--- config.mk ---
export PLATFORM = sky130hd
export DESIGN_NAME = la_config_regs
export DESIGN_NICKNAME = d
export VERILOG_FILES = /design/src/logic/la_pkg.sv /design/src/logic/la_config_regs.sv
export SDC_FILE = /design/constraint.sdc
export NUM_CORES = 1
export LEC_CHECK = 0
export CORE_UTILIZATION = 50
export DETAILED_ROUTE_END_ITERATION = 10
export DONT_BUFFER_PORTS = 1
export PLACE_DENSITY = 0.71
export SYNTH_ARGS = -nofsm -noshare
export SYNTH_HDL_FRONTEND = slang
export SYNTH_SLANG_ARGS = --single-unit
export TNS_END_PERCENT = 5
--- constraint.sdc ---
create_clock -name clk_ip -period 2.1 [get_ports clk_ip]
set_clock_uncertainty 0.2 [all_clocks]
set_input_delay 0.42 -clock clk_ip [delete_from_list [all_inputs] [get_ports clk_ip]]
set_output_delay 0.42 -clock clk_ip [all_outputs]
set_load 0.005 [all_outputs]
--- src/logic/la_pkg.sv ---
`default_nettype none

package la_pkg;

    localparam int SAMPLES_PER_WORD = 8;
    localparam int BURST_MAX        = 16;
    localparam int FIFO_DEPTH       = 32;
    localparam int BUF_DEPTH        = 256;

    typedef logic [5:0]  sample_t;    // one probe sample
    typedef logic [63:0] word_t;      // byte lane k holds sample k, lane 0 earliest
    typedef logic [7:0]  addr_t;      // buffer address or word pointer
    typedef logic [4:0]  len_t;       // burst length, 0..16

    typedef enum logic [1:0] {
        TRIG_NONE,
        TRIG_RISE,
        TRIG_FALL,
        TRIG_HIGH
    } trig_type_e;

    typedef enum logic [1:0] {
        REG_CTRL,
        REG_TRIG,
        REG_DIV,
        REG_LEN
    } cfg_addr_e;

    typedef struct packed {
        cfg_addr_e   addr;
        logic [15:0] data;
    } cfg_wr_t;

    typedef struct packed {
        trig_type_e  trig_type;
        logic [2:0]  trig_chan;
        logic [7:0]  div;         // sample every div+1 cycles
        addr_t       words;       // capture length in words
    } cfg_t;

    typedef struct packed {
        logic  en;
        addr_t addr;
        word_t data;
    } buf_wr_t;

    typedef enum logic [1:0] {W_IDLE, W_BURST, W_COMMIT} wr_state_e;
    typedef enum logic [1:0] {R_IDLE, R_BURST, R_DRAIN} rd_state_e;

endpackage

`default_nettype wire

--- src/logic/la_config_regs.sv ---
`default_nettype none

module la_config_regs (
    input  wire logic            clk_ip,
    input  wire logic            rst_n,
    input  wire logic            cfg_valid,
    output logic                 cfg_ready,
    input  wire la_pkg::cfg_wr_t cfg_wr,
    input  wire logic            busy,
    output la_pkg::cfg_t         cfg,
    output logic                 start
);
    import la_pkg::*;

    logic accept;

    // start covers the cycle before the writer raises busy
    assign cfg_ready = ~busy & ~start;
    assign accept    = cfg_valid & cfg_ready;

    always_ff @(posedge clk_ip or negedge rst_n) begin
        if (!rst_n) begin
            cfg   <= '0;
            start <= 1'b0;
        end else begin
            start <= accept & (cfg_wr.addr == REG_CTRL) & cfg_wr.data[0];   // one cycle pulse
            if (accept) begin
                case (cfg_wr.addr)
                    REG_TRIG: begin
                        cfg.trig_type <= trig_type_e'(cfg_wr.data[1:0]);
                        cfg.trig_chan <= cfg_wr.data[4:2];
                    end
                    REG_DIV: begin
                        cfg.div <= cfg_wr.data[7:0];
                    end
                    REG_LEN: begin
                        cfg.words <= addr_t'(cfg_wr.data[7:0]);
                    end
                    default: begin
                        // run bit only, decoded into start
                    end
                endcase
            end
        end
    end

endmodule

`default_nettype wire

Word level (Yosys, flattened, before mapping)
Cells that the tools add are included.
- bits in latches: 0
- word-level logic and storage cells: 18
- bits in registers: 22
- memories kept: 0
- input port bits: 22
- RAM bits: 0
- ROM bits: 0
- output and inout port bits: 23
- reductions and logical operators: 4
- divide/modulo/power cells: 0
- multipliers: 0
- shift-type cells: 0
- multiplexer cells: 0
- order comparisons: 0
- bitwise operators: 6
- eq/ne operators: 3
- $add $sub $neg: 0
- operator list (cell ; number):
    AND reduction 2 bit ; 3
    bitwise AND 1 bit ; 4
    == test 2 bit (second input constant) ; 2
    == test 2 x 1 -> 1 bit (second input constant) ; 1
    logical NOT 2 bit ; 1
    inverter 1 bit ; 2

Logic depth before layout (Yosys ltp)
- depth after elaboration: 5
- gate-level depth with buffers: 4
- mapped depth without buffers: 3

Worst setup path after synthesis
OpenSTA, ideal clock, no wires.
- path type: register to register
- from: reg start
- to: reg cfg[10] (netlist name)
- cell stages (with the launch flop): 5
- buffers on the path: 1
- setup time: 0.125 ns
- required time: 1.775 ns
- setup slack: 0.564 ns
- clock period less this slack: 1.536 ns
- data arrival time: 1.211 ns
- path through: dfrtp_1 -> nor2_4 -> and4b_1 -> buf_6 -> mux2_2
- word-level cells in the longest chain between the ends: 4
- ends and longest elaborated chain (element ; RTL line ; RTL):
    start: declaration ; la_config_regs.sv:11 ; output logic start
    start signal: assignment ; la_config_regs.sv:26 ; start <= accept & (cfg_wr.addr == REG_CTRL) & cfg_wr.data[0];
    inverter 1 bit ; la_config_regs.sv:18 ; assign cfg_ready = ~busy & ~start;
    bitwise AND 1 bit ; la_config_regs.sv:18 ;
    named net cfg_ready ; la_config_regs.sv:7 ; output logic cfg_ready,
    bitwise AND 1 bit ; la_config_regs.sv:19 ; assign accept = cfg_valid & cfg_ready;
    AND reduction 2 bit (no source line) ; -- ;
    end: declaration ; la_config_regs.sv:10 ; output la_pkg::cfg_t cfg,
The timed path passes the listed nets, and every way through them passes these cells.
A chain may end at the register's enable or synchronous reset.

Final worst setup path
- from: in cfg_wr[17] (netlist name)
- to: reg start
- word-level cells in the longest chain between the ends: 3
- ends and longest elaborated chain (element ; RTL line ; RTL):
    start: declaration ; la_config_regs.sv:8 ; input wire la_pkg::cfg_wr_t cfg_wr,
    logical NOT 2 bit ; la_config_regs.sv:26 ;
    bitwise AND 1 bit (2 in series) ; la_config_regs.sv:26 ;
Every way passes these cells.

==> results.txt <==
Outcome = finished clean
Util after Layout = 0.602
Most Frequent Cell on Critical Path = dlygate4sd3_1
Via-to-Cell Ratio = 6.35
Setup violators final = 0
Post-CTS Setup Bufs = 0
Drc violations = 0
Total wire length = 1.44 mm
#FFs+latches synth = 22
Worst-path fanout max = 4
Placement Cell Area = 862 µm²
Antenna cells = 0
Post-Layout Inst Area = 928 µm²
Period utilization = 0.861
Combinational share of power = 0.122
CP peak stage delay = 590 ps
Clk root buf = clkbuf_4
Leak = 0.000410 µW
CTS tree = built
Synth-to-layout area growth = 8.80%
GRT Total Usage = 0.176
Layout cell share with drive strength beyond 1 = 0.482
Hold violation count in the final report = 0
Crit path cell chain = dlygate4sd3_1, nor4b_1, dlygate4sd3_1
Deepest clock path buffer count = 2
Clock sinks = 22
Total negative slack = 0 ps
Pwr dens = 979 nW/µm²
Congestion Overflow GR = 0
Worst slew margin = 0.395
Initial antenna violation count = 0
Routability cong. = 0.625
Post-synthesis net count = 72
Synth top area cells = dfrtp_1 (65%), mux2_2 (28%), nand4_2 (1.5%), buf_6 (1.3%), nor2_4 (1.3%)
Seq pwr share = 0.639
RSZ-0062 raised after global routing = no
Slew at the pin with the worst max-slew slack = 904 ps
Num CTS Buffers = 3
Critical Path Start Type = input pin
Top cell type's share of synthesized area = 0.645
Worst min path class = in -> reg
Final HPWL DP = 1.10 mm
Post-synth cell types = 9
Clock Latency Late Sink = 290 ps
Routed WL per cell = 20.0 µm
Syn Inst Count = 50
First-pass GRT wire length = 2.35 mm
Pin count of the biggest net entering global routing = 23
Worst-path clk slew = 110 ps
Crit path kind = in -> reg
Post-Syn Area per Cell = 17.1 µm²
Max-Cap Viols = 0
DR pass1 iterations = 2
Fin crit period = 1810 ps
Nets = 79
Clk pwr share = 0.240
CP arrival = 1850 ps
1st-iter DRT viols = 4
Core area = 1540 µm²
Die X = 43.3 µm
Vias in the first global route = 512
Worst path slowest cell = dlygate4sd3_1
Sw Pwr = 216 µW
Full die area = 1880 µm²
Worst Path Required = 2140 ps
Rows = 14
Port bufs = 0
Post-route ant nets = 0
Die Height = 43.3 µm
Via count = 457
Ports = 45
Worst IR Drop VDD = 0.606 mV
Largest area contributor in the netlist = dfrtp_1
Switching part of the total = 0.238
Post-Syn Area = 853 µm²
Int Pwr = 692 µW
Yosys synthesis warning count = 0
Seq/Total Area, Yosys = 0.645
Element type at the critical path end = flip-flop
Initial Utilization = 0.554
H-tree depth = 1
Max Freq = 553 MHz
Final slew viol count = 0
==> cells in the final DEF, fill, tap and decap left out <==
| cell type | synthesis | layout |
|---|---|---|
| mux2_2 | 21 | 21 |
| dfrtp_1 | 22 | 22 |
| nor2_4 | 1 | 1 |
| nand2_1 | 1 | 1 |
| clkbuf_4 | 0 | 3 |
| nand4_2 | 1 | 1 |
| nor4b_1 | 1 | 1 |
| nand4b_1 | 1 | 1 |
| clkbuf_8 | 0 | 1 |
| dlygate4sd3_1 | 0 | 3 |
| and4b_1 | 1 | 1 |
==> power by group through the flow <==
stage | Sequential [µW] | Combinational (µW) | Clock (µW)
4_1_cts | 583 | 113 | 231
3_3_place_gp | 588 | 91.6 | 0
6_report | 580 | 110 | 218
2_1_floorplan | 572 | 88.8 | 0
3_5_place_dp | 592 | 101 | 0
5_1_grt | 592 | 122 | 245
==> cell usage after synthesis <==
master / count
nor2_4: 1
dfrtp_1: 22
buf_6: 1
and4b_1: 1
nor4b_1: 1
nand2_1: 1
nand4_2: 1
mux2_2: 21
nand4b_1: 1
==> critical path, delay by kind of cell <==
family / cells / cell delay (ps)
buffers and inverters: 2 / 1140
and+or+nand+nor: 1 / 290
==> per-layer routing <==
| layer | global-route usage | routed length, µm | vias up | part of all wire |
|---|---|---|---|---|
| met5 | 0 | 0 | - | 0 |
| met4 | 0.0727 | 0 | 0 | 0 |
| met3 | 0.0681 | 129 | 0 | 0.089 |
| met2 | 0.325 | 792 | 23 | 0.55 |
| met1 | 0.171 | 520 | 241 | 0.36 |
| li1 | - | - | 193 | - |
==> through the flow <==
step	instances	hold slack (ps)	power, µW	worst slack [ps]
6_report	72	67.9	909	292
5_1_grt	72	39.8	959	231
4_1_cts	72	49.2	926	297
3_5_place_dp	65	-75.2	693	316
3_3_place_gp	65	-75.1	679	367
2_1_floorplan	50	-75.6	661	564
==> cell families after synthesis <==
group	synth area share
mux	0.277
flops	0.645
simple gates	0.0645
buf+inv	0.0132
==> state kept, by name (all words and copies together) (netlist names) <==
| name | cells |
|---|---|
| start | 1 |
| cfg | 21 |
==> path summary, 6_finish.rpt <==
path / startpoint / end / slack [ps] / cells past startpoint
max in group asynchronous: rst_n / cfg[6]$_DFFE_PN0P_ / 660 / 1
worst min-delay path: cfg_wr[0] / cfg[19]$_DFFE_PN0P_ / 70 / 1
min in group asynchronous: rst_n / start$_DFF_PN0_ / 490 / 1
worst max-delay path: cfg_wr[17] / start$_DFF_PN0_ / 290 / 3
worst min register to register: cfg[13]$_DFFE_PN0P_ / cfg[13]$_DFFE_PN0P_ / 340 / 1
worst max register to register: start$_DFF_PN0_ / cfg[14]$_DFFE_PN0P_ / 290 / 3
==> cell type report <==
type,count,area (µm²)
Clock buffer,4,36.3
Fill cell,130,613
Multi-Input combinational cell,27,292
Sequential cell,22,551
Tap cell,16,20.0
Timing Repair Buffer,3,30.0
==> timing repair <==
action	in CTS	in global routing
hold buffers	3	0
hold endpoints to repair	23	0
resized for setup	0	0
Note: power is estimated with default switching activity, not from simulation.
