===== src/logic/la_pkg.sv =====
`default_nettype none

package la_pkg;

    localparam int SAMPLES_PER_WORD = 8;
    localparam int BURST_MAX        = 16;
    localparam int FIFO_DEPTH       = 32;
    localparam int BUF_DEPTH        = 256;

    typedef logic [5:0]  sample_t;    // one probe sample
    typedef logic [63:0] word_t;      // byte lane k holds sample k, lane 0 earliest
    typedef logic [7:0]  addr_t;      // buffer address or word pointer
    typedef logic [4:0]  len_t;       // burst length, 0..16

    typedef enum logic [1:0] {
        TRIG_NONE,
        TRIG_RISE,
        TRIG_FALL,
        TRIG_HIGH
    } trig_type_e;

    typedef enum logic [1:0] {
        REG_CTRL,
        REG_TRIG,
        REG_DIV,
        REG_LEN
    } cfg_addr_e;

    typedef struct packed {
        cfg_addr_e   addr;
        logic [15:0] data;
    } cfg_wr_t;

    typedef struct packed {
        trig_type_e  trig_type;
        logic [2:0]  trig_chan;
        logic [7:0]  div;         // sample every div+1 cycles
        addr_t       words;       // capture length in words
    } cfg_t;

    typedef struct packed {
        logic  en;
        addr_t addr;
        word_t data;
    } buf_wr_t;

    typedef enum logic [1:0] {W_IDLE, W_BURST, W_COMMIT} wr_state_e;
    typedef enum logic [1:0] {R_IDLE, R_BURST, R_DRAIN} rd_state_e;

endpackage

`default_nettype wire


===== src/logic/la_sync_fifo.sv =====
`default_nettype none

module la_sync_fifo (
    input  wire logic          clk_ip,
    input  wire logic          rst_n,
    input  wire logic          push,
    input  wire la_pkg::word_t push_word,
    input  wire logic          pop,
    output la_pkg::word_t      pop_word,
    output la_pkg::len_t       count,
    output logic               empty
);
    import la_pkg::*;

    word_t                         mem [FIFO_DEPTH];
    logic [$clog2(FIFO_DEPTH)-1:0] wr_ptr;
    logic [$clog2(FIFO_DEPTH)-1:0] rd_ptr;
    logic [$clog2(FIFO_DEPTH):0]   fill;     // full depth count

    assign pop_word = mem[rd_ptr];           // head word visible before pop
    assign empty    = (fill == '0);
    assign count    = (fill >= BURST_MAX) ? len_t'(BURST_MAX) : len_t'(fill);

    always_ff @(posedge clk_ip or negedge rst_n) begin
        if (!rst_n) begin
            wr_ptr <= '0;
            rd_ptr <= '0;
            fill   <= '0;
        end else begin
            if (push) begin
                wr_ptr <= wr_ptr + 1'b1;
            end
            if (pop) begin
                rd_ptr <= rd_ptr + 1'b1;
            end
            case ({push, pop})
                2'b10:   fill <= fill + 1'b1;
                2'b01:   fill <= fill - 1'b1;
                default: fill <= fill;
            endcase
        end
    end

    always_ff @(posedge clk_ip) begin
        if (push) begin
            mem[wr_ptr] <= push_word;
        end
    end

endmodule

`default_nettype wire


===== config.mk =====
export PLATFORM = sky130hd
export DESIGN_NAME = la_sync_fifo
export DESIGN_NICKNAME = d
export VERILOG_FILES = /design/src/logic/la_pkg.sv /design/src/logic/la_sync_fifo.sv
export SDC_FILE = /design/constraint.sdc
export NUM_CORES = 2
export LEC_CHECK = 0
export BUFFER_PORTS_ARGS = -buffer_cell sky130_fd_sc_hd__clkbuf_2
export CAP_MARGIN = 10
export CELL_PAD_IN_SITES_DETAIL_PLACEMENT = 0
export CELL_PAD_IN_SITES_GLOBAL_PLACEMENT = 1
export CORE_MARGIN = 5
export CORE_UTILIZATION = 30
export DETAILED_ROUTE_END_ITERATION = 8
export PLACE_DENSITY_LB_ADDON = 0.1
export SYNTH_ARGS = -nofsm -noshare
export SYNTH_HDL_FRONTEND = slang
export SYNTH_SLANG_ARGS = --single-unit

===== constraint.sdc =====
create_clock -name clk_ip -period 4.9 [get_ports clk_ip]
set_clock_uncertainty 0.15 [all_clocks]
set_input_delay 0.245 -clock clk_ip [delete_from_list [all_inputs] [get_ports clk_ip]]
set_output_delay 0.245 -clock clk_ip [all_outputs]
set_load 0.005 [all_outputs]

[Word level (Yosys, flattened, before mapping)]
Memories as Yosys holds them, arrays and structs flattened.
Index checks and enable logic that the tools add are counted.
Storage, ports and cells
  bits in registers: 16
  RAM bits: 2048
  output and inout port bits: 70
  logic and storage cells: 17
  memories kept: 1
Operators by class
  add/subtract/negate cells: 4
  magnitude comparators: 1
  equal/unequal tests: 2
  muxes and demuxes: 4
  reductions and logical operators: 2
Memory list
  mem: depth 32, width 64, rd ports 1, clocked after Yosys merged registers in 0, wr ports 1, RTL line la_sync_fifo.sv:15  | word_t mem [FIFO_DEPTH];
Operators with widths (count)
  case mux 6 bit (2 select lines): 1
  adder 5 x 1 -> 5 bit (second input constant): 2
  adder 6 x 1 -> 6 bit (second input constant): 1
  greater-or-equal comparator 6 x 5 -> 1 bit (second input constant): 1
  zero test 6 bit: 1
  subtractor 6 x 1 -> 6 bit (second input constant): 1
  2-to-1 mux 5 bit: 1
  == test 2 x 1 -> 1 bit (second input constant): 1
  == test 2 bit (second input constant): 1
  2-to-1 mux 1 bit: 2
  nonzero test 2 bit: 1

[Logic depth before layout (Yosys ltp)]
  depth after elaboration: 2
  mapped depth: 10

[Worst setup path after synthesis]
No wires, ideal clock.
  path kind: register to register
  start point: reg wr_ptr[2]
  end point: mem mem[10][0] (netlist bit) (enable)
  setup time: 486 ps
  arrival: 3655 ps
  slack: 608 ps
  cell stages (with the launch flop): 4
  cells stage by stage: dfrtp_1 > clkbuf_1 > or3b_1 > nor2_1
RTL lines
  from (decl): RTL line la_sync_fifo.sv:16  | logic [$clog2(FIFO_DEPTH)-1:0] wr_ptr;
  from (signal assigned): RTL line la_sync_fifo.sv:31  | wr_ptr <= wr_ptr + 1'b1;
  to (decl): RTL line la_sync_fifo.sv:15
Straight into the memory's write port.

[Worst setup path in the final report]
  start point: reg rd_ptr[2]
  end point: out pop_word[58]
Between the ends
  cells in the longest elaborated chain, start to end: 1
Ends and longest elaborated chain
  from (decl): RTL line la_sync_fifo.sv:17  | logic [$clog2(FIFO_DEPTH)-1:0] rd_ptr;
  from (signal assigned): RTL line la_sync_fifo.sv:34  | rd_ptr <= rd_ptr + 1'b1;
  memory read (32 x 64 bit)
  to (decl): RTL line la_sync_fifo.sv:9  | output la_pkg::word_t pop_word,
No other way between the ends.

==> results.json <==
{
  "status": "completed",
  "cts_resized": 0,
  "grt_util_met3_pct": 2.44,
  "grt_most_used_layer": "met2",
  "drtIter0Drc": 3219,
  "cts_tree": "done",
  "grt_pass1_wl_mm": 340,
  "fin_util_pct": 35.5,
  "io_buffers": 137,
  "die_area_um2": 275000,
  "clkSinkCount": 2064,
  "fin_tns_setup_ns": 0,
  "h-tree-depth": 4,
  "hold_class": "in -> reg",
  "dp_slack_ns": 1.42,
  "grtUsageMet2_pct": 29.2,
  "max_freq_ghz": 0.230,
  "place_hpwl_mm": 131,
  "grt_max_degree": 73,
  "clk-insertion-delay-late_ns": 0.83,
  "globalRouteMet1Util_pct": 24.9,
  "dieHeight_um": 524,
  "path_clk_slew_ns": 0.06,
  "grt_usage_pct": 17.7,
  "finalCritPeriodShare_pct": 88.9,
  "maxCapViolations": 0,
  "grt_pass1_vias": 41200,
  "start_util_pct": 30.2,
  "drive_above_1_share_pct": 14.3,
  "avgSynthCellArea_um2": 19.0,
  "slew_headroom_pct": 17.7,
  "path_cells": "and4b_4, buf_4, a22oi_1, nand4_1, nor2_1, clkbuf_2",
  "syn_nets": 4238,
  "hold_slack_ns": 0.195,
  "ys_types": 44,
  "setup_ws_ns": 0.544,
  "die_width_um": 524,
  "globalplace.congestion": 0.702,
  "synthCells": 4162,
  "core_area_um2": 263000,
  "area_growth_syn_to_layout_pct": 17.5,
  "io_pins": 138,
  "viasPerCell": 4.94,
  "synth_warnings": 0,
  "worstMarginPinSlew_ns": 1.23,
  "hold_viol": 0,
  "synth_seq_cells": 2064,
  "overflow": 0,
  "end_kind": "output pin",
  "rows": 188,
  "worstPathMaxFanout": 31,
  "finalSetupViolations": 0,
  "cts_setup_buffers": 0,
  "antenna_found_initial": 22,
  "power.density_nw_per_um2": 548,
  "drc": 0,
  "rsz0062_at_grt": "no",
  "ant_nets": 0,
  "firstDrtPassIters": 7,
  "slowest_stage": "and4b_4",
  "timing.final.crit_period_ns": 4.36,
  "nets": 4596,
  "arrival_ns": 3.96,
  "wirelength_mm": 247,
  "wl_per_cell_um": 30.0,
  "root_buffer": "clkbuf_16",
  "via_count": 40600,
  "ir_drop_mv": 0.385,
  "critPathKind": "reg -> out",
  "ctsHoldBuffers": 68,
  "clockBufferDepth": 3,
  "slowest_delay_ns": 0.93,
  "yosysSeqAreaShare_pct": 78.1,
  "numCtsBuffers": 227,
  "p_leak_nw": 31.4,
  "syn_area_um2": 79300,
  "required_ns": 4.51,
  "start_kind": "flip-flop",
  "drv_slew": 0
}
## sequential cells by signal, indices dropped and copies added (netlist names)
| register | cells |
|---|---|
| fill | 6 |
| mem | 2048 |
| rd_ptr | 5 |
| wr_ptr | 5 |
## cell usage after synthesis
library cell	instances	area, µm²
a22oi_2	20	250
a32oi_1	1	8.76
and4bb_1	6	75.1
mux2i_1	1024	10200
nor3_1	2	10.0
nor4b_2	3	45.0
nor2b_1	3	18.8
mux2_2	2	22.5
or3_1	2	12.5
o21ai_1	1	5.00
nor4_4	1	21.3
nand4_1	131	820
xor2_1	4	35.0
a211oi_1	1	7.51
nand3_1	2	10.0
or3b_1	1	8.76
nor4b_1	2	17.5
dfrtp_1	16	400
clkbuf_1	36	135
buf_1	2	7.51
a31oi_1	1	6.26
nand2b_1	1	6.26
o21ai_0	3	15.0
o22ai_1	1	6.26
buf_2	171	856
a22oi_1	492	3690
a21oi_1	3	15.0
and4b_1	4	40.0
inv_2	1	3.75
and2_1	3	18.8
buf_4	18	135
nor2_1	101	379
a211o_1	2	17.5
buf_6	7	78.8
xnor2_1	10	87.6
clkbuf_4	6	45.0
ha_1	8	100
and4_1	1	8.76
nand2_1	11	41.3
or2_1	1	6.26
nand3b_1	3	22.5
edfxtp_1	2048	61500
inv_1	5	18.8
and3_1	1	6.26
## final cells by class
cell class	count	area, µm²
Antenna cell	4	10.0
Tap cell	3515	4400
Clock buffer	300	6060
Fill cell	24700	170000
Timing Repair Buffer	369	3360
Inverter	6	22.5
Sequential cell	2064	61900
Multi-Input combinational cell	1852	16400
Clock inverter	116	1010
## routing by layer
layer  share of wire, %  wire [µm]  up-vias
li1                   -          -    17700
met2                 48     118000      810
met4                2.2       5350        6
met3                3.8       9280      323
met5              0.014         34        -
met1                 46     114000    21700
## cells in the final DEF (no fill, tap or decap), drive strengths merged, types with 10 or more instances in the layout
cell         instances
bufinv              12
buf                164
inv                 13
clkinv              94
mux2i             1024
nand2               11
dfrtp               16
dlygate4sd3         68
a22oi              512
edfxtp            2048
clkbuf             437
nand4              131
xnor2               10
nor2               101
## metrics by stage
stage,instance area [µm²],instances,total power [mW]
after floorplan,79300,4162,29.3
after global placement,85400,7737,35.5
after detailed placement,85400,7738,35.5
after CTS,93100,8222,52.0
after global routing,93100,8223,53.4
final,93200,8226,51.1
## cell families (layout without fill, tap and decap cells)
logic type	count (synthesis)	in the layout	share of synthesized area, %
other cells	0	4	0
simple gates	279	279	1.98
flops	2064	2064	78.1
buf+inv	246	791	1.61
fa+ha+maj	8	8	0.126
mux	1026	1026	13.0
compound gates	525	525	5.08
xor+xnor	14	14	0.155
## critical path, delay by kind of cell (launching register included)
kind | cells | cell delay (ns)
AND/OR/NAND/NOR | 3 | 1.20
flip-flops | 1 | 0.84
buffers and inverters | 2 | 0.72
AO/OA/AOI/OAI | 1 | 0.22
## where the power goes
part,internal (mW),switching (mW)
registers,20.5,0.458
clock network,9.30,7.05
logic,4.99,8.76
## final timing paths
| check | startpoint | endpoint | slack, ns | depth (start not counted) |
|---|---|---|---|---|
| worst max-delay path | rd_ptr[2]$_DFFE_PN0P_ | pop_word[58] | 0.54 | 6 |
| worst min-delay path | push | wr_ptr[0]$_DFFE_PN0P_ | 0.19 | 3 |
| worst max register to register | wr_ptr[1]$_DFFE_PN0P_ | mem[1][4]$_DFFE_PP_ | 1.69 | 5 |
| worst min register to register | fill[5]$_DFFE_PN0P_ | fill[5]$_DFFE_PN0P_ | 0.31 | 1 |
| max in group asynchronous | rst_n | rd_ptr[1]$_DFFE_PN0P_ | 3.34 | 3 |
| min in group asynchronous | rst_n | rd_ptr[0]$_DFFE_PN0P_ | 0.52 | 3 |
No activity file was read; power rests on OpenSTA's default activity.
