File: config.mk
export PLATFORM = sky130hd
export DESIGN_NAME = la_burst_writer
export DESIGN_NICKNAME = d
export VERILOG_FILES = /design/src/logic/la_pkg.sv /design/src/logic/la_burst_writer.sv
export SDC_FILE = /design/constraint.sdc
export NUM_CORES = 1
export LEC_CHECK = 0
export BUFFER_PORTS_ARGS = -buffer_cell sky130_fd_sc_hd__buf_2
export CORE_ASPECT_RATIO = 1.5
export CORE_MARGIN = 2
export CORE_UTILIZATION = 41
export DETAILED_ROUTE_END_ITERATION = 16
export PLACE_DENSITY = 0.94
export SLEW_MARGIN = 0
export SYNTH_ARGS = -nofsm -noshare
export SYNTH_HDL_FRONTEND = slang
export SYNTH_SLANG_ARGS = --single-unit
File: constraint.sdc
create_clock -name clk_ip -period 1.88 [get_ports clk_ip]
set_input_delay 0 -clock clk_ip [delete_from_list [all_inputs] [get_ports clk_ip]]
set_output_delay 0 -clock clk_ip [all_outputs]
set_load 0.02 [all_outputs]
File: src/logic/la_pkg.sv
`default_nettype none

package la_pkg;

    localparam int SAMPLES_PER_WORD = 8;
    localparam int BURST_MAX        = 16;
    localparam int FIFO_DEPTH       = 32;
    localparam int BUF_DEPTH        = 256;

    typedef logic [5:0]  sample_t;    // one probe sample
    typedef logic [63:0] word_t;      // byte lane k holds sample k, lane 0 earliest
    typedef logic [7:0]  addr_t;      // buffer address or word pointer
    typedef logic [4:0]  len_t;       // burst length, 0..16

    typedef enum logic [1:0] {
        TRIG_NONE,
        TRIG_RISE,
        TRIG_FALL,
        TRIG_HIGH
    } trig_type_e;

    typedef enum logic [1:0] {
        REG_CTRL,
        REG_TRIG,
        REG_DIV,
        REG_LEN
    } cfg_addr_e;

    typedef struct packed {
        cfg_addr_e   addr;
        logic [15:0] data;
    } cfg_wr_t;

    typedef struct packed {
        trig_type_e  trig_type;
        logic [2:0]  trig_chan;
        logic [7:0]  div;         // sample every div+1 cycles
        addr_t       words;       // capture length in words
    } cfg_t;

    typedef struct packed {
        logic  en;
        addr_t addr;
        word_t data;
    } buf_wr_t;

    typedef enum logic [1:0] {W_IDLE, W_BURST, W_COMMIT} wr_state_e;
    typedef enum logic [1:0] {R_IDLE, R_BURST, R_DRAIN} rd_state_e;

endpackage

`default_nettype wire

File: src/logic/la_burst_writer.sv
`default_nettype none

module la_burst_writer (
    input  wire logic          clk_ip,
    input  wire logic          rst_n,
    input  wire logic          start,
    input  wire logic          done,
    input  wire la_pkg::len_t  count,
    input  wire logic          empty,
    input  wire la_pkg::word_t pop_word,
    output logic               pop,
    output la_pkg::buf_wr_t    buf_wr,
    output la_pkg::addr_t      commit_ptr,
    output logic               busy
);
    import la_pkg::*;

    wr_state_e state;
    addr_t     wr_ptr;     // next buffer slot
    len_t      blen;       // size of current burst
    len_t      beats;      // words left in burst
    logic      go;

    // full burst ready, or the tail once capture has finished
    assign go = (count == len_t'(BURST_MAX)) | (done & ~empty);

    assign pop         = (state == W_BURST);
    assign buf_wr.en   = (state == W_BURST);
    assign buf_wr.addr = wr_ptr;
    assign buf_wr.data = pop_word;

    always_ff @(posedge clk_ip or negedge rst_n) begin
        if (!rst_n) begin
            state      <= W_IDLE;
            wr_ptr     <= '0;
            commit_ptr <= '0;
            blen       <= '0;
            beats      <= '0;
            busy       <= 1'b0;
        end else if (start) begin
            state      <= W_IDLE;
            wr_ptr     <= '0;
            commit_ptr <= '0;
            busy       <= 1'b1;
        end else begin
            case (state)
                W_IDLE: begin
                    if (go) begin
                        blen  <= count;
                        beats <= count;
                        state <= W_BURST;
                    end else if (done & empty) begin
                        busy <= 1'b0;    // empty capture
                    end
                end
                W_BURST: begin
                    wr_ptr <= wr_ptr + 1'b1;
                    beats  <= beats - 1'b1;
                    if (beats == len_t'(1)) begin
                        state <= W_COMMIT;
                    end
                end
                W_COMMIT: begin
                    commit_ptr <= commit_ptr + addr_t'(blen);
                    if (done & empty) begin
                        busy <= 1'b0;    // last word now committed
                    end
                    state <= W_IDLE;
                end
                default: begin
                    state <= W_IDLE;
                end
            endcase
        end
    end

endmodule

`default_nettype wire

* Word level (Yosys, flattened, before mapping) *
Index checks and enable logic that the tools add are counted.

word-level totals
  register bits = 29
  logic and storage cells = 45
  output and inout port bits = 83
  input port bits = 74

cells by class
  reductions and logical operators = 9
  bitwise operators = 5
  equal/unequal tests = 8
  muxes and demuxes = 14
  add/sub/neg operators = 3

operator list
  cell                 count
  $mux 8               4
  $pmux 5 s2           1
  $add 8x1->8 const B  1
  $add 8x5->8          1
  $mux 2               3
  $ne 3x3->1 const B   2
  $reduce_and 3->1     2
  $reduce_bool 2->1    3
  $eq 5x1->1 const B   1
  $eq 5x5->1 const B   1
  $mux 5               1
  $sub 5x1->5 const B  1
  $pmux 2 s2           1
  $reduce_and 2->1     2
  $mux 1               3
  $ne 3x2->1 const B   1
  $reduce_bool 3->1    1
  $and 1x1->1          2
  $eq 2x1->1 const B   1
  $eq 2x2->1 const B   1
  $logic_not 2->1      1
  $ne 2x2->1 const B   1
  $not 1->1            2
  $pmux 1 s2           1
  $or 1x1->1           1

* Longest topological paths before layout *
  depth after elaboration = 6
  gate-level depth with buffers = 6
  gate-level depth less buffers = 6

* Worst setup path after synthesis *
No wires, ideal clock.

  path kind = flip-flop to flip-flop
  start point = reg commit_ptr[0]
  end point = reg commit_ptr[4]
  setup time = 0.110 ns
  arrival = 1.651 ns
  path slack = 0.119 ns
  required time = 1.770 ns
  cell stages (with the launch flop) = 6
  clock period less this slack = 1.761 ns
  cells stage by stage = dfrtp_1 -> ha_1 -> fa_1 -> a21oi_1 -> o21ai_0 -> o41ai_1

between the ends
  cells in the longest elaborated chain, start to end = 3

ends and longest elaborated chain
  what                    RTL line               RTL
  start, declared         la_burst_writer.sv:13  output la_pkg::addr_t commit_ptr,
  start signal, assigned  la_burst_writer.sv:64  commit_ptr <= commit_ptr + addr_t'(blen);
  $add 8x5->8             la_burst_writer.sv:64
  $mux 8                  la_burst_writer.sv:46  case (state)
  $mux 8                  la_burst_writer.sv:40  end else if (start) begin

Every way passes these cells. The select of a mux whose other input is x is not followed.
A chain may end at the register's enable or synchronous reset.

* Final worst setup path *
  start point = reg commit_ptr[2]
  end point = reg commit_ptr[7]

Same word-level chain as after synthesis.

==> flow_metrics.env <==
export IMPL_status="finished, final reports clean"
export IMPL_place_gp_congestion=0.869
export IMPL_io_pins=157
export IMPL_ys_ff_latch=29
export IMPL_hold_ws_ns=0.00000777
export IMPL_holdPathEnd="buf_wr[4]"
export IMPL_start_util_pct=43.0
export IMPL_setup_tns_ns=0
export IMPL_via_per_inst=5.14
export IMPL_p_leak_uw=0.000976
export IMPL_hold_viol=0
export IMPL_synth_top_area_share_pct=34.5
export IMPL_crit_type="flip-flop to flip-flop"
export IMPL_hold_class="input port to output pin"
export IMPL_core_sq_um=4890
export IMPL_yosys_area_top_type="dfrtp_1"
export IMPL_syn_area_sq_um=2100
export IMPL_diodes=0
export IMPL_critPathMaxFanout=5
export IMPL_finalMaxSlewViolations=0
export IMPL_worst_slew_margin_rel_pct=56.1
export IMPL_cts_buffers=5
export IMPL_layout_min_cycle_time_ns=1.76
export IMPL_worst_r2r_cell_count=5
export IMPL_fmax_mhz=570
export IMPL_nFillCells=511
export IMPL_cp_arrival_ns=1.93
export IMPL_multi_input_area_sq_um=842
export IMPL_maxCapViolCount=0
export IMPL_period_share_pct=93.4
export IMPL_fin_nets=290
export IMPL_die_area_sq_um=5720
export IMPL_wirelength_um=3910
export IMPL_synth_nets=313
export IMPL_worstMarginPinSlew_ns=0.658
export IMPL_portBuffers=28
export IMPL_p_per_area_nw_per_um2=789
export IMPL_grt_use_total_pct=14.2
export IMPL_routedWlPerCell_um=14.3
export IMPL_seq_area_frac_synth_pct=34.5
export IMPL_worstPathRequired_ns=2.06
export IMPL_grt_setup_unrepaired="false"
export IMPL_setup_viol=0
export IMPL_grt_pass1_wl_um=6490
export IMPL_yosysWarnings=0
export IMPL_r2r_start="commit_ptr[2]"
export IMPL_die_h_um=91.7
export IMPL_min_delay_path_depth=0
export IMPL_syn_inst=230
export IMPL_final_common_cell="dfrtp_1"
export IMPL_cts_buffer_depth=2
export IMPL_area_growth_pct=-4.11
export IMPL_dp_hpwl_um=2920
export IMPL_skew_ns=0.00915
export IMPL_post_cts_buffers=0
export IMPL_worstSetupStartpointType="flip-flop"
export IMPL_startpoint="commit_ptr[2]"
export IMPL_hp_start="pop_word[4]"
export IMPL_clock_sinks=29
export IMPL_rows=31
export IMPL_syn_avg_cell_area_sq_um=9.13
export IMPL_grt_max_degree=30
export IMPL_tritoncts="done"
export IMPL_first_pass_iters=4
export IMPL_antenna_left=0
export IMPL_grt_pass1_vias=1441
export IMPL_cts_root_buf="clkbuf_8"
export IMPL_die_x_um=62.4
export IMPL_drcViolationCount=0
export IMPL_netlist_top_cells_area="dfrtp_1, buf_4, ha_1"
export IMPL_rrSetupSlack_ns=0.12
export IMPL_ys_types=38
export IMPL_regArea_sq_um=726
export IMPL_drt_iter0_drc=15
export IMPL_grt_ovfl_total=0
export IMPL_drive_gt1_share_pct=25.0
export IMPL_ir_worst_vdd_mv=0.472
export IMPL_r2r_end="commit_ptr[7]"
export IMPL_crit_path_end_kind="flip-flop"
export IMPL_final_cell_mix="dfrtp_1, buf_2, nor2_1"
export IMPL_vias=1409
export IMPL_clk_pin_slew_ns=0.07
export IMPL_clk_latency_ns=0.28
export IMPL_antenna_found_initial=0
export IMPL_cts_max_level=2
-- cell families (layout without fill, tap and decap cells) --
kind of cell | Yosys count | after routing | share of synthesized area, %
buf+inv | 77 | 55 | 25.8
xor+xnor | 6 | 6 | 2.50
compound gates | 38 | 38 | 11.4
flops | 29 | 29 | 34.5
mux | 8 | 8 | 5.12
simple gates | 63 | 63 | 14.9
fa+ha+maj | 9 | 9 | 5.72
-- through the flow --
step                worst slack, ns  power (uW)  area (sq um)  utilization, %  std cells
detailed placement           0.0834        1080          1850            37.8        259
CTS                          0.0744        1600          2010            41.0        274
global route                 0.0125        1670          2010            41.2        274
finish                        0.125        1590          2010            41.2        274
global placement              0.134        1060          1850            37.8        259
floorplan                     0.119        1190          2100               -        230
-- worst max path at each step --
| stage | endpoint | slack [ns] |
|---|---|---|
| floorplan | commit_ptr[4] | 0.12 |
| global placement | commit_ptr[4] | 0.13 |
| detailed placement | commit_ptr[4] | 0.08 |
| CTS | commit_ptr[4] | 0.07 |
| global route | commit_ptr[5] | 0.01 |
| finish | commit_ptr[7] | 0.12 |
-- sequential cells by signal (all words and copies together), names as in the netlist --
register and count:
wr_ptr 8, beats 5, state 2, blen 5
busy 1, commit_ptr 8
-- cells in the mapped netlist --
library cell / n
a211oi_1: 5
a21o_1: 2
a21oi_1: 11
a22oi_1: 2
a41oi_1: 1
and3_1: 3
buf_2: 1
buf_4: 65
buf_6: 1
clkbuf_1: 4
dfrtp_1: 29
fa_1: 1
ha_1: 8
inv_1: 6
mux2_2: 2
mux2_4: 5
mux2i_1: 1
nand2_1: 14
nand2b_1: 3
nand3_1: 1
nand3b_1: 2
nand4_1: 1
nand4b_1: 1
nor2_1: 20
nor2b_1: 5
nor3_1: 4
nor3b_1: 2
nor4b_1: 1
o211a_1: 1
o21ai_0: 10
o221ai_1: 1
o31ai_1: 3
o41ai_1: 2
or2_0: 1
or2_2: 1
or3_1: 4
xnor2_1: 4
xor2_1: 2
-- area by class of cell --
| class | count | area share (%) |
|---|---|---|
| Multi-Input combinational cell | 124 | 41.8 |
| Sequential cell | 29 | 36.0 |
| Timing Repair Buffer | 41 | 12.7 |
| Tap cell | 66 | 4.10 |
| Clock buffer | 5 | 3.42 |
| Inverter | 6 | 1.12 |
| Clock inverter | 3 | 0.870 |
-- routing by layer --
metal / GRT usage, % / wire (um) / vias up
met5: 0 / 0 / -
met4: 11.5 / 187 / 0
met3: 2.94 / 243 / 28
met2: 23.9 / 1980 / 52
met1: 15.2 / 1500 / 663
li1: - / - / 666
-- worst max-delay path, cell delays in order, from the launching register on --
cell and delay [ns]:
dfrtp_1 0.40, ha_1 0.38, o21ai_0 0.13, o21ai_0 0.20, and3_1 0.20, mux2_2 0.33
-- timing repair --
action | 4_1_cts | 5_1_grt
setup endpoints to repair | 0 | 2
gates resized for setup | 0 | 2
endpoints found under the hold margin | 34 | 0
hold buffers | 7 | 0
-- power by group --
group	switching [uW]	leakage, uW	internal [uW]
logic	168	0.000551	159
registers	63.7	0.000380	691
clock network	253	0.0000439	255
Power figures use the tool's default switching activity.
