[src/logic/la_pkg.sv]
`default_nettype none

package la_pkg;

    localparam int SAMPLES_PER_WORD = 8;
    localparam int BURST_MAX        = 16;
    localparam int FIFO_DEPTH       = 32;
    localparam int BUF_DEPTH        = 256;

    typedef logic [5:0]  sample_t;    // one probe sample
    typedef logic [63:0] word_t;      // byte lane k holds sample k, lane 0 earliest
    typedef logic [7:0]  addr_t;      // buffer address or word pointer
    typedef logic [4:0]  len_t;       // burst length, 0..16

    typedef enum logic [1:0] {
        TRIG_NONE,
        TRIG_RISE,
        TRIG_FALL,
        TRIG_HIGH
    } trig_type_e;

    typedef enum logic [1:0] {
        REG_CTRL,
        REG_TRIG,
        REG_DIV,
        REG_LEN
    } cfg_addr_e;

    typedef struct packed {
        cfg_addr_e   addr;
        logic [15:0] data;
    } cfg_wr_t;

    typedef struct packed {
        trig_type_e  trig_type;
        logic [2:0]  trig_chan;
        logic [7:0]  div;         // sample every div+1 cycles
        addr_t       words;       // capture length in words
    } cfg_t;

    typedef struct packed {
        logic  en;
        addr_t addr;
        word_t data;
    } buf_wr_t;

    typedef enum logic [1:0] {W_IDLE, W_BURST, W_COMMIT} wr_state_e;
    typedef enum logic [1:0] {R_IDLE, R_BURST, R_DRAIN} rd_state_e;

endpackage

`default_nettype wire

[src/logic/la_capture.sv]
`default_nettype none

module la_capture (
    input  wire logic            clk_ip,
    input  wire logic            rst_n,
    input  wire la_pkg::sample_t din,
    input  wire la_pkg::cfg_t    cfg,
    input  wire logic            start,
    output logic                 push,
    output la_pkg::word_t        push_word,
    output logic                 done
);
    import la_pkg::*;

    logic        active;      // capture in progress
    logic        trig_seen;
    logic [7:0]  div_cnt;
    logic [2:0]  lane;
    addr_t       word_cnt;
    sample_t     prev;        // last sample taken
    logic [55:0] pack;        // lanes 0..6 of the current word

    logic        live;
    logic        take;
    logic        cur_bit;
    logic        prv_bit;
    logic        hit;
    logic        store;
    logic [2:0]  lane_cur;
    addr_t       wc_cur;

    assign live     = start ? (cfg.words != '0) : active;
    assign take     = live & (start | (div_cnt == '0));
    assign cur_bit  = din[cfg.trig_chan];
    assign prv_bit  = start ? cur_bit : prev[cfg.trig_chan];   // first sample has no edge
    assign lane_cur = start ? '0 : lane;
    assign wc_cur   = start ? '0 : word_cnt;

    always_comb begin
        case (cfg.trig_type)
            TRIG_NONE: hit = 1'b1;
            TRIG_RISE: hit = cur_bit & ~prv_bit;
            TRIG_FALL: hit = ~cur_bit & prv_bit;
            default:   hit = cur_bit;
        endcase
    end

    assign store     = take & ((trig_seen & ~start) | hit);
    assign push      = store & (lane_cur == 3'(SAMPLES_PER_WORD - 1));
    assign push_word = {2'b00, din, pack};

    always_ff @(posedge clk_ip or negedge rst_n) begin
        if (!rst_n) begin
            active    <= 1'b0;
            trig_seen <= 1'b0;
            div_cnt   <= '0;
            lane      <= '0;
            word_cnt  <= '0;
            done      <= 1'b0;
        end else begin
            if (start) begin
                active    <= (cfg.words != '0);
                trig_seen <= 1'b0;
                lane      <= '0;
                word_cnt  <= '0;
                done      <= (cfg.words == '0);    // zero length ends at once
            end
            if (take) begin
                div_cnt <= cfg.div;
            end else if (div_cnt != '0) begin
                div_cnt <= div_cnt - 1'b1;
            end
            if (store) begin
                trig_seen <= 1'b1;
                lane      <= lane_cur + 1'b1;
            end
            if (push) begin
                word_cnt <= wc_cur + 1'b1;
                if (wc_cur + 1'b1 == cfg.words) begin
                    active <= 1'b0;
                    done   <= 1'b1;
                end
            end
        end
    end

    always_ff @(posedge clk_ip) begin
        if (take) begin
            prev <= din;
        end
        if (store) begin
            pack <= {2'b00, din, pack[55:8]};   // newest enters the top lane
        end
    end

endmodule

`default_nettype wire

[config.mk]
export PLATFORM = sky130hd
export DESIGN_NAME = la_capture
export DESIGN_NICKNAME = d
export VERILOG_FILES = /design/src/logic/la_pkg.sv /design/src/logic/la_capture.sv
export SDC_FILE = /design/constraint.sdc
export NUM_CORES = 1
export LEC_CHECK = 0
export BUFFER_PORTS_ARGS = -buffer_cell sky130_fd_sc_hd__buf_2
export CORE_ASPECT_RATIO = 0.5
export CORE_MARGIN = 2
export CORE_UTILIZATION = 55
export CTS_BUF_LIST = sky130_fd_sc_hd__clkbuf_4 sky130_fd_sc_hd__clkbuf_8 sky130_fd_sc_hd__clkbuf_16
export DETAILED_ROUTE_END_ITERATION = 8
export PLACE_DENSITY = 0.85
export SYNTH_ARGS = -nofsm -noshare
export SYNTH_HDL_FRONTEND = slang
export SYNTH_SLANG_ARGS = --single-unit
export TNS_END_PERCENT = 10
[constraint.sdc]
create_clock -name clk_ip -period 5.1 [get_ports clk_ip]
set_input_delay 1.02 -clock clk_ip [delete_from_list [all_inputs] [get_ports clk_ip]]
set_output_delay 1.02 -clock clk_ip [all_outputs]
set_load 0.03 [all_outputs]
# Word-level counts from Yosys, hierarchy flattened
# Cells that the tools add are included.
# op_classes
n_reduce_logical,7
muxes,20
bitwise_logic,11
magnitude_cmp,1
n_eq_ne,4
n_addsub,3
# ops
op,count
two-way mux 8 bit,4
logical NOT 8 bit,2
nonzero test 8 bit,2
two-way mux 1 bit,11
adder 8 x 1 -> 8 bit (second input constant),1
== test 8 bit,1
subtractor 8 x 1 -> 8 bit (second input constant),1
bitwise AND 1 bit,6
binary-select mux 1 bit (select 3 bit),2
two-way mux 3 bit,2
< comparator 3 x 4 -> 1 bit (second input constant),1
nonzero test 2 bit,2
adder 3 x 1 -> 3 bit (second input constant),1
== test 3 bit (second input constant),1
NOT 1 bit,3
case mux 1 bit (3 select lines),1
== test 2 x 1 -> 1 bit (second input constant),1
== test 2 bit (second input constant),1
logical NOT 2 bit,1
bitwise OR 1 bit,2
# totals
reg_bits,70
input_bits,30
output_inout_bits,66
wordCells,54

# Depth between registers and ports, before layout
# depth
word_depth,10
depth_mapped,10
ltp_nobuf,8

# Worst setup path after synthesis
# Ideal clock, no wire load.
# synth_timing
path_type,input to register
startpoint,input port cfg[17] (netlist bit)
endpoint,register pack[0] (enable)
setup_slack_ns,1.514
arrival_ns,3.189
setup_ns,0.396
path_stages,6
path_buffers,0
required_time_ns,4.704
path_cell_list,mux2_2 -> a22o_1 -> o311a_1 -> o211ai_1 -> nand2_1 -> inv_1
# synth_between
elab_chain_cells,8
word_cells_on_any_way,12
cone_classes,mux: 6; bitwise: 6
# synth_lines
item,line_no,rtl
from (decl),la_capture.sv:7,"input wire la_pkg::cfg_t cfg,"
binary-select mux 1 bit (select 3 bit) (on tied branches),"la_capture.sv:35, la_capture.sv:34",
two-way mux 1 bit (on tied branches),"la_capture.sv:35, la_capture.sv:34",
two-way mux 1 bit,la_capture.sv:35,assign prv_bit = start ? cur_bit : prev[cfg.trig_chan];
NOT 1 bit,la_capture.sv:42,TRIG_RISE: hit = cur_bit & ~prv_bit;
bitwise AND 1 bit,la_capture.sv:42,
case mux 1 bit (3 select lines) (*),la_capture.sv:40,case (cfg.trig_type)
bitwise OR 1 bit (*),la_capture.sv:48,assign store = take & ((trig_seen & ~start) | hit);
bitwise AND 1 bit (*),la_capture.sv:48,
via store,la_capture.sv:28,logic store;
to (signal assigned),la_capture.sv:92,"pack <= {2'b00, din, pack[55:8]};"
to (decl),la_capture.sv:21,logic [55:0] pack;
# The timed path passes the listed nets; every way through them passes the cells marked *. The select of a mux whose other input is x is not followed.
# A chain may end at the register's enable or synchronous reset.

# Final worst setup path
# layout_timing
startpoint,register div_cnt[0]
endpoint,output port push
# layout_between
elab_chain_cells,5
# layout_lines
item,line_no,rtl
from (decl),la_capture.sv:17,logic [7:0] div_cnt;
from (signal assigned),la_capture.sv:69,div_cnt <= cfg.div;
from (signal assigned),la_capture.sv:71,div_cnt <= div_cnt - 1'b1;
logical NOT 8 bit,la_capture.sv:33,assign take = live & (start | (div_cnt == '0));
bitwise OR 1 bit,la_capture.sv:33,
bitwise AND 1 bit,la_capture.sv:33,
bitwise AND 1 bit,la_capture.sv:48,
bitwise AND 1 bit,la_capture.sv:49,assign push = store & (lane_cur == 3'(SAMPLES_PER_WORD - 1));
to (decl),la_capture.sv:9,"output logic push,"
# No other way between the ends.

==> results.cfg <==
[run_status]
outcome = finished, final reports clean

[setup_path]
cp-end-kind = output port
startpoint = div_cnt[0]
r2r-start = div_cnt[0]
crit_fanout = 26
cp_slowest_stage_delay_ns = 0.56
path_cells = inv_1, ha_1, or4b_4, or4_4, o2bb2ai_4, nand2_2, nor2_4, buf_2
critical_path.top_delay_family = simple AND/OR/NAND/NOR gates
path_buf_inv = 2
cp_data_arrival_time_ns = 3.12
path_class = reg2out
worstSetupStartpointType = register
path_depth = 8
rr_worst_depth = 8
slowest_stage = o2bb2ai_4
cp-endpoint = push
crit_required_ns = 4.08
r2r_end = pack[33]
reg2reg_slack_ns = 1.69

[power_and_ir_drop]
cellPowerDensity_mw_per_mm2 = 377
p_leak_uw = 0.00164
p_total_uw = 1430
ir_worst_vdd_mv = 0.244

[cts]
root_buffer = clkbuf_16
cts_resized = 0
numCtsBuffers = 9
clock_latency_ns = 0.32
cts_buffer_depth = 2
cts_tree = done
holdBufCountCts = 0
cts.clk_slew.worst_paths_ns = 0.05
cts_setup_buffers = 0
cts_sinks = 70
cts-htree-levels = 3

[global_routing]
grt_pass1_wl_mm = 9.43
track_usage = 0.191
grt.overflow.total = 0
antenna_found_initial = 0
grt_max_degree = 43
grt_pass1_vias = 2014

[yosys]
synth_area_mm2 = 0.00316
ys_seq_elements = 70
yosysSeqAreaShare = 0.631
syn_avg_cell_area_um2 = 13.5
ys_types = 43
synth_cells = 234
yosys_warnings = 0

[place]
port-buffer-count = 79
hpwlAfterDp_mm = 4.16
place_ws_ns = 1.31
gp_congestion = 0.819

[die]
io_pins = 96
fp-row-count = 19
dieHeight_um = 57.6
dieWidth_um = 111
die-area_mm2 = 0.00640
core_mm2 = 0.00552
initial_core_util = 0.572

[sta]
fin_ws_ns = 0.963
fin_tns_setup_ns = 0
clock.fmax_mhz = 242
finalMaxSlewViolations = 0
finClkSkew_ns = 0.00448
slew_headroom = 0.573
whs_ns = 0.440
tightest_slew_ns = 0.639
hold_viol_final = 0
post-route-period-util = 0.811
setup_viol_count_final = 0
fin_crit_ns = 4.14
rsz0062_at_grt = no

[detailed_routing]
drt_pass1_iterations = 4
vias = 2010
ant_nets = 0
drc = 0
route.detailed.wl_per_inst_um = 14.6
viasPerCell = 5.14
wirelength_mm = 5.69
drtIter0Drc = 124

[layout]
drive_gt1_frac = 0.362
nets = 348
syn_to_final_growth_pct = 19.8
final_util = 0.686
diodes = 0
layout_common_cells = buf_2, edfxtp_1, dfrtp_1, conb_1, nor2_1
final_common_cell = buf_2

[run]
maxCapViolations = 0

[worst_hold_path]
hold_path_class = reg2reg
==> layer usage <==
layer  track usage  wire length, um  vias to the layer above
met5             0                0                        -
met2         0.326             2780                       65
li1              -                -                      967
met1         0.240             2570                      974
met4        0.0600               34                        0
met3        0.0616              307                        4
==> layout make-up <==
type                            instances  area [um^2]
Clock buffer                            9          225
Clock inverter                          6         38.8
Fill cell                             388         1730
Inverter                                6         22.5
Multi-Input combinational cell        147         1010
Sequential cell                        70         1990
Tap cell                               73         91.3
Timing Repair Buffer                   80          403
==> metrics by stage <==
step | cells | cell area, um^2
6_report | 391 | 3780
5_1_grt | 391 | 3780
4_1_cts | 391 | 3780
3_5_place_dp | 376 | 3520
3_3_place_gp | 376 | 3520
2_1_floorplan | 249 | 3210
==> state kept, by name (all words and copies together) (netlist names) <==
signal	count
lane	3
prev	6
active	1
trig_seen	1
done	1
div_cnt	8
pack	42
word_cnt	8
==> worst min-delay path by stage <==
stage          depth (start not counted)        end      start  slack (ns)
5_1_grt                                0   pack[40]   pack[48]        0.45
3_5_place_dp                           0   pack[40]   pack[48]        0.43
2_1_floorplan                          2  trig_seen  trig_seen        0.46
3_3_place_gp                           0   pack[18]   pack[26]        0.43
6_report                               0   pack[40]   pack[48]        0.44
4_1_cts                                0   pack[40]   pack[48]        0.44
==> worst reg2reg max path, stage by stage, from the launching register on <==
cell       delay [ns]
dfrtp_1          0.40
inv_1            0.07
ha_1             0.19
or4b_4           0.49
or4_4            0.48
o2bb2ai_4        0.56
nand2_1          0.31
inv_1            0.11
buf_4            0.43
==> cells by family (layout without fill, tap and decap cells) <==
family	count (synthesis)	count (layout)	share of synthesized area
AO/OA/AOI/OAI	25	25	0.0595
multiplexers	17	17	0.0591
AND/OR/NAND/NOR	67	67	0.117
buffers and inverters	32	101	0.0670
XOR/XNOR	18	18	0.0499
adder cells (fa/ha/maj)	4	4	0.0159
flip-flops	70	70	0.631
other	1	16	0.00119
==> cell usage after synthesis, drive strengths merged <==
cell,n,area [um^2]
nand3,4,20.0
a31o,1,8.76
nor3,8,40.0
inv,6,22.5
buf,24,181
o311a,1,10.0
nand2b,4,25.0
o2bb2ai,1,27.5
dfrtp,22,551
a31oi,1,6.26
o21ai,7,35.0
or2,3,18.8
o31ai,1,7.51
nor2,15,63.8
o211a,1,10.0
xor2,9,78.8
or4,1,11.3
conb,1,3.75
mux2i,7,70.1
a21oi,7,38.8
or3,3,18.8
nor4,3,18.8
or4b,1,13.8
a22o,1,8.76
clkbuf,2,7.51
ha,4,50.1
edfxtp,48,1440
nor2b,10,62.6
a221o,1,10.0
o211ai,2,15.0
nand4,4,31.3
mux2,10,116
nand2,11,43.8
a222oi,1,10.0
xnor2,9,78.8
==> where the power goes <==
| group | leakage (uW) | total [uW] | switching [uW] | internal [uW] |
|---|---|---|---|---|
| registers | 0.000736 | 687 | 23.3 | 663 |
| logic | 0.000775 | 201 | 141 | 59.8 |
| clock network | 0.000127 | 539 | 214 | 324 |
Power figures use the tool's default switching activity.
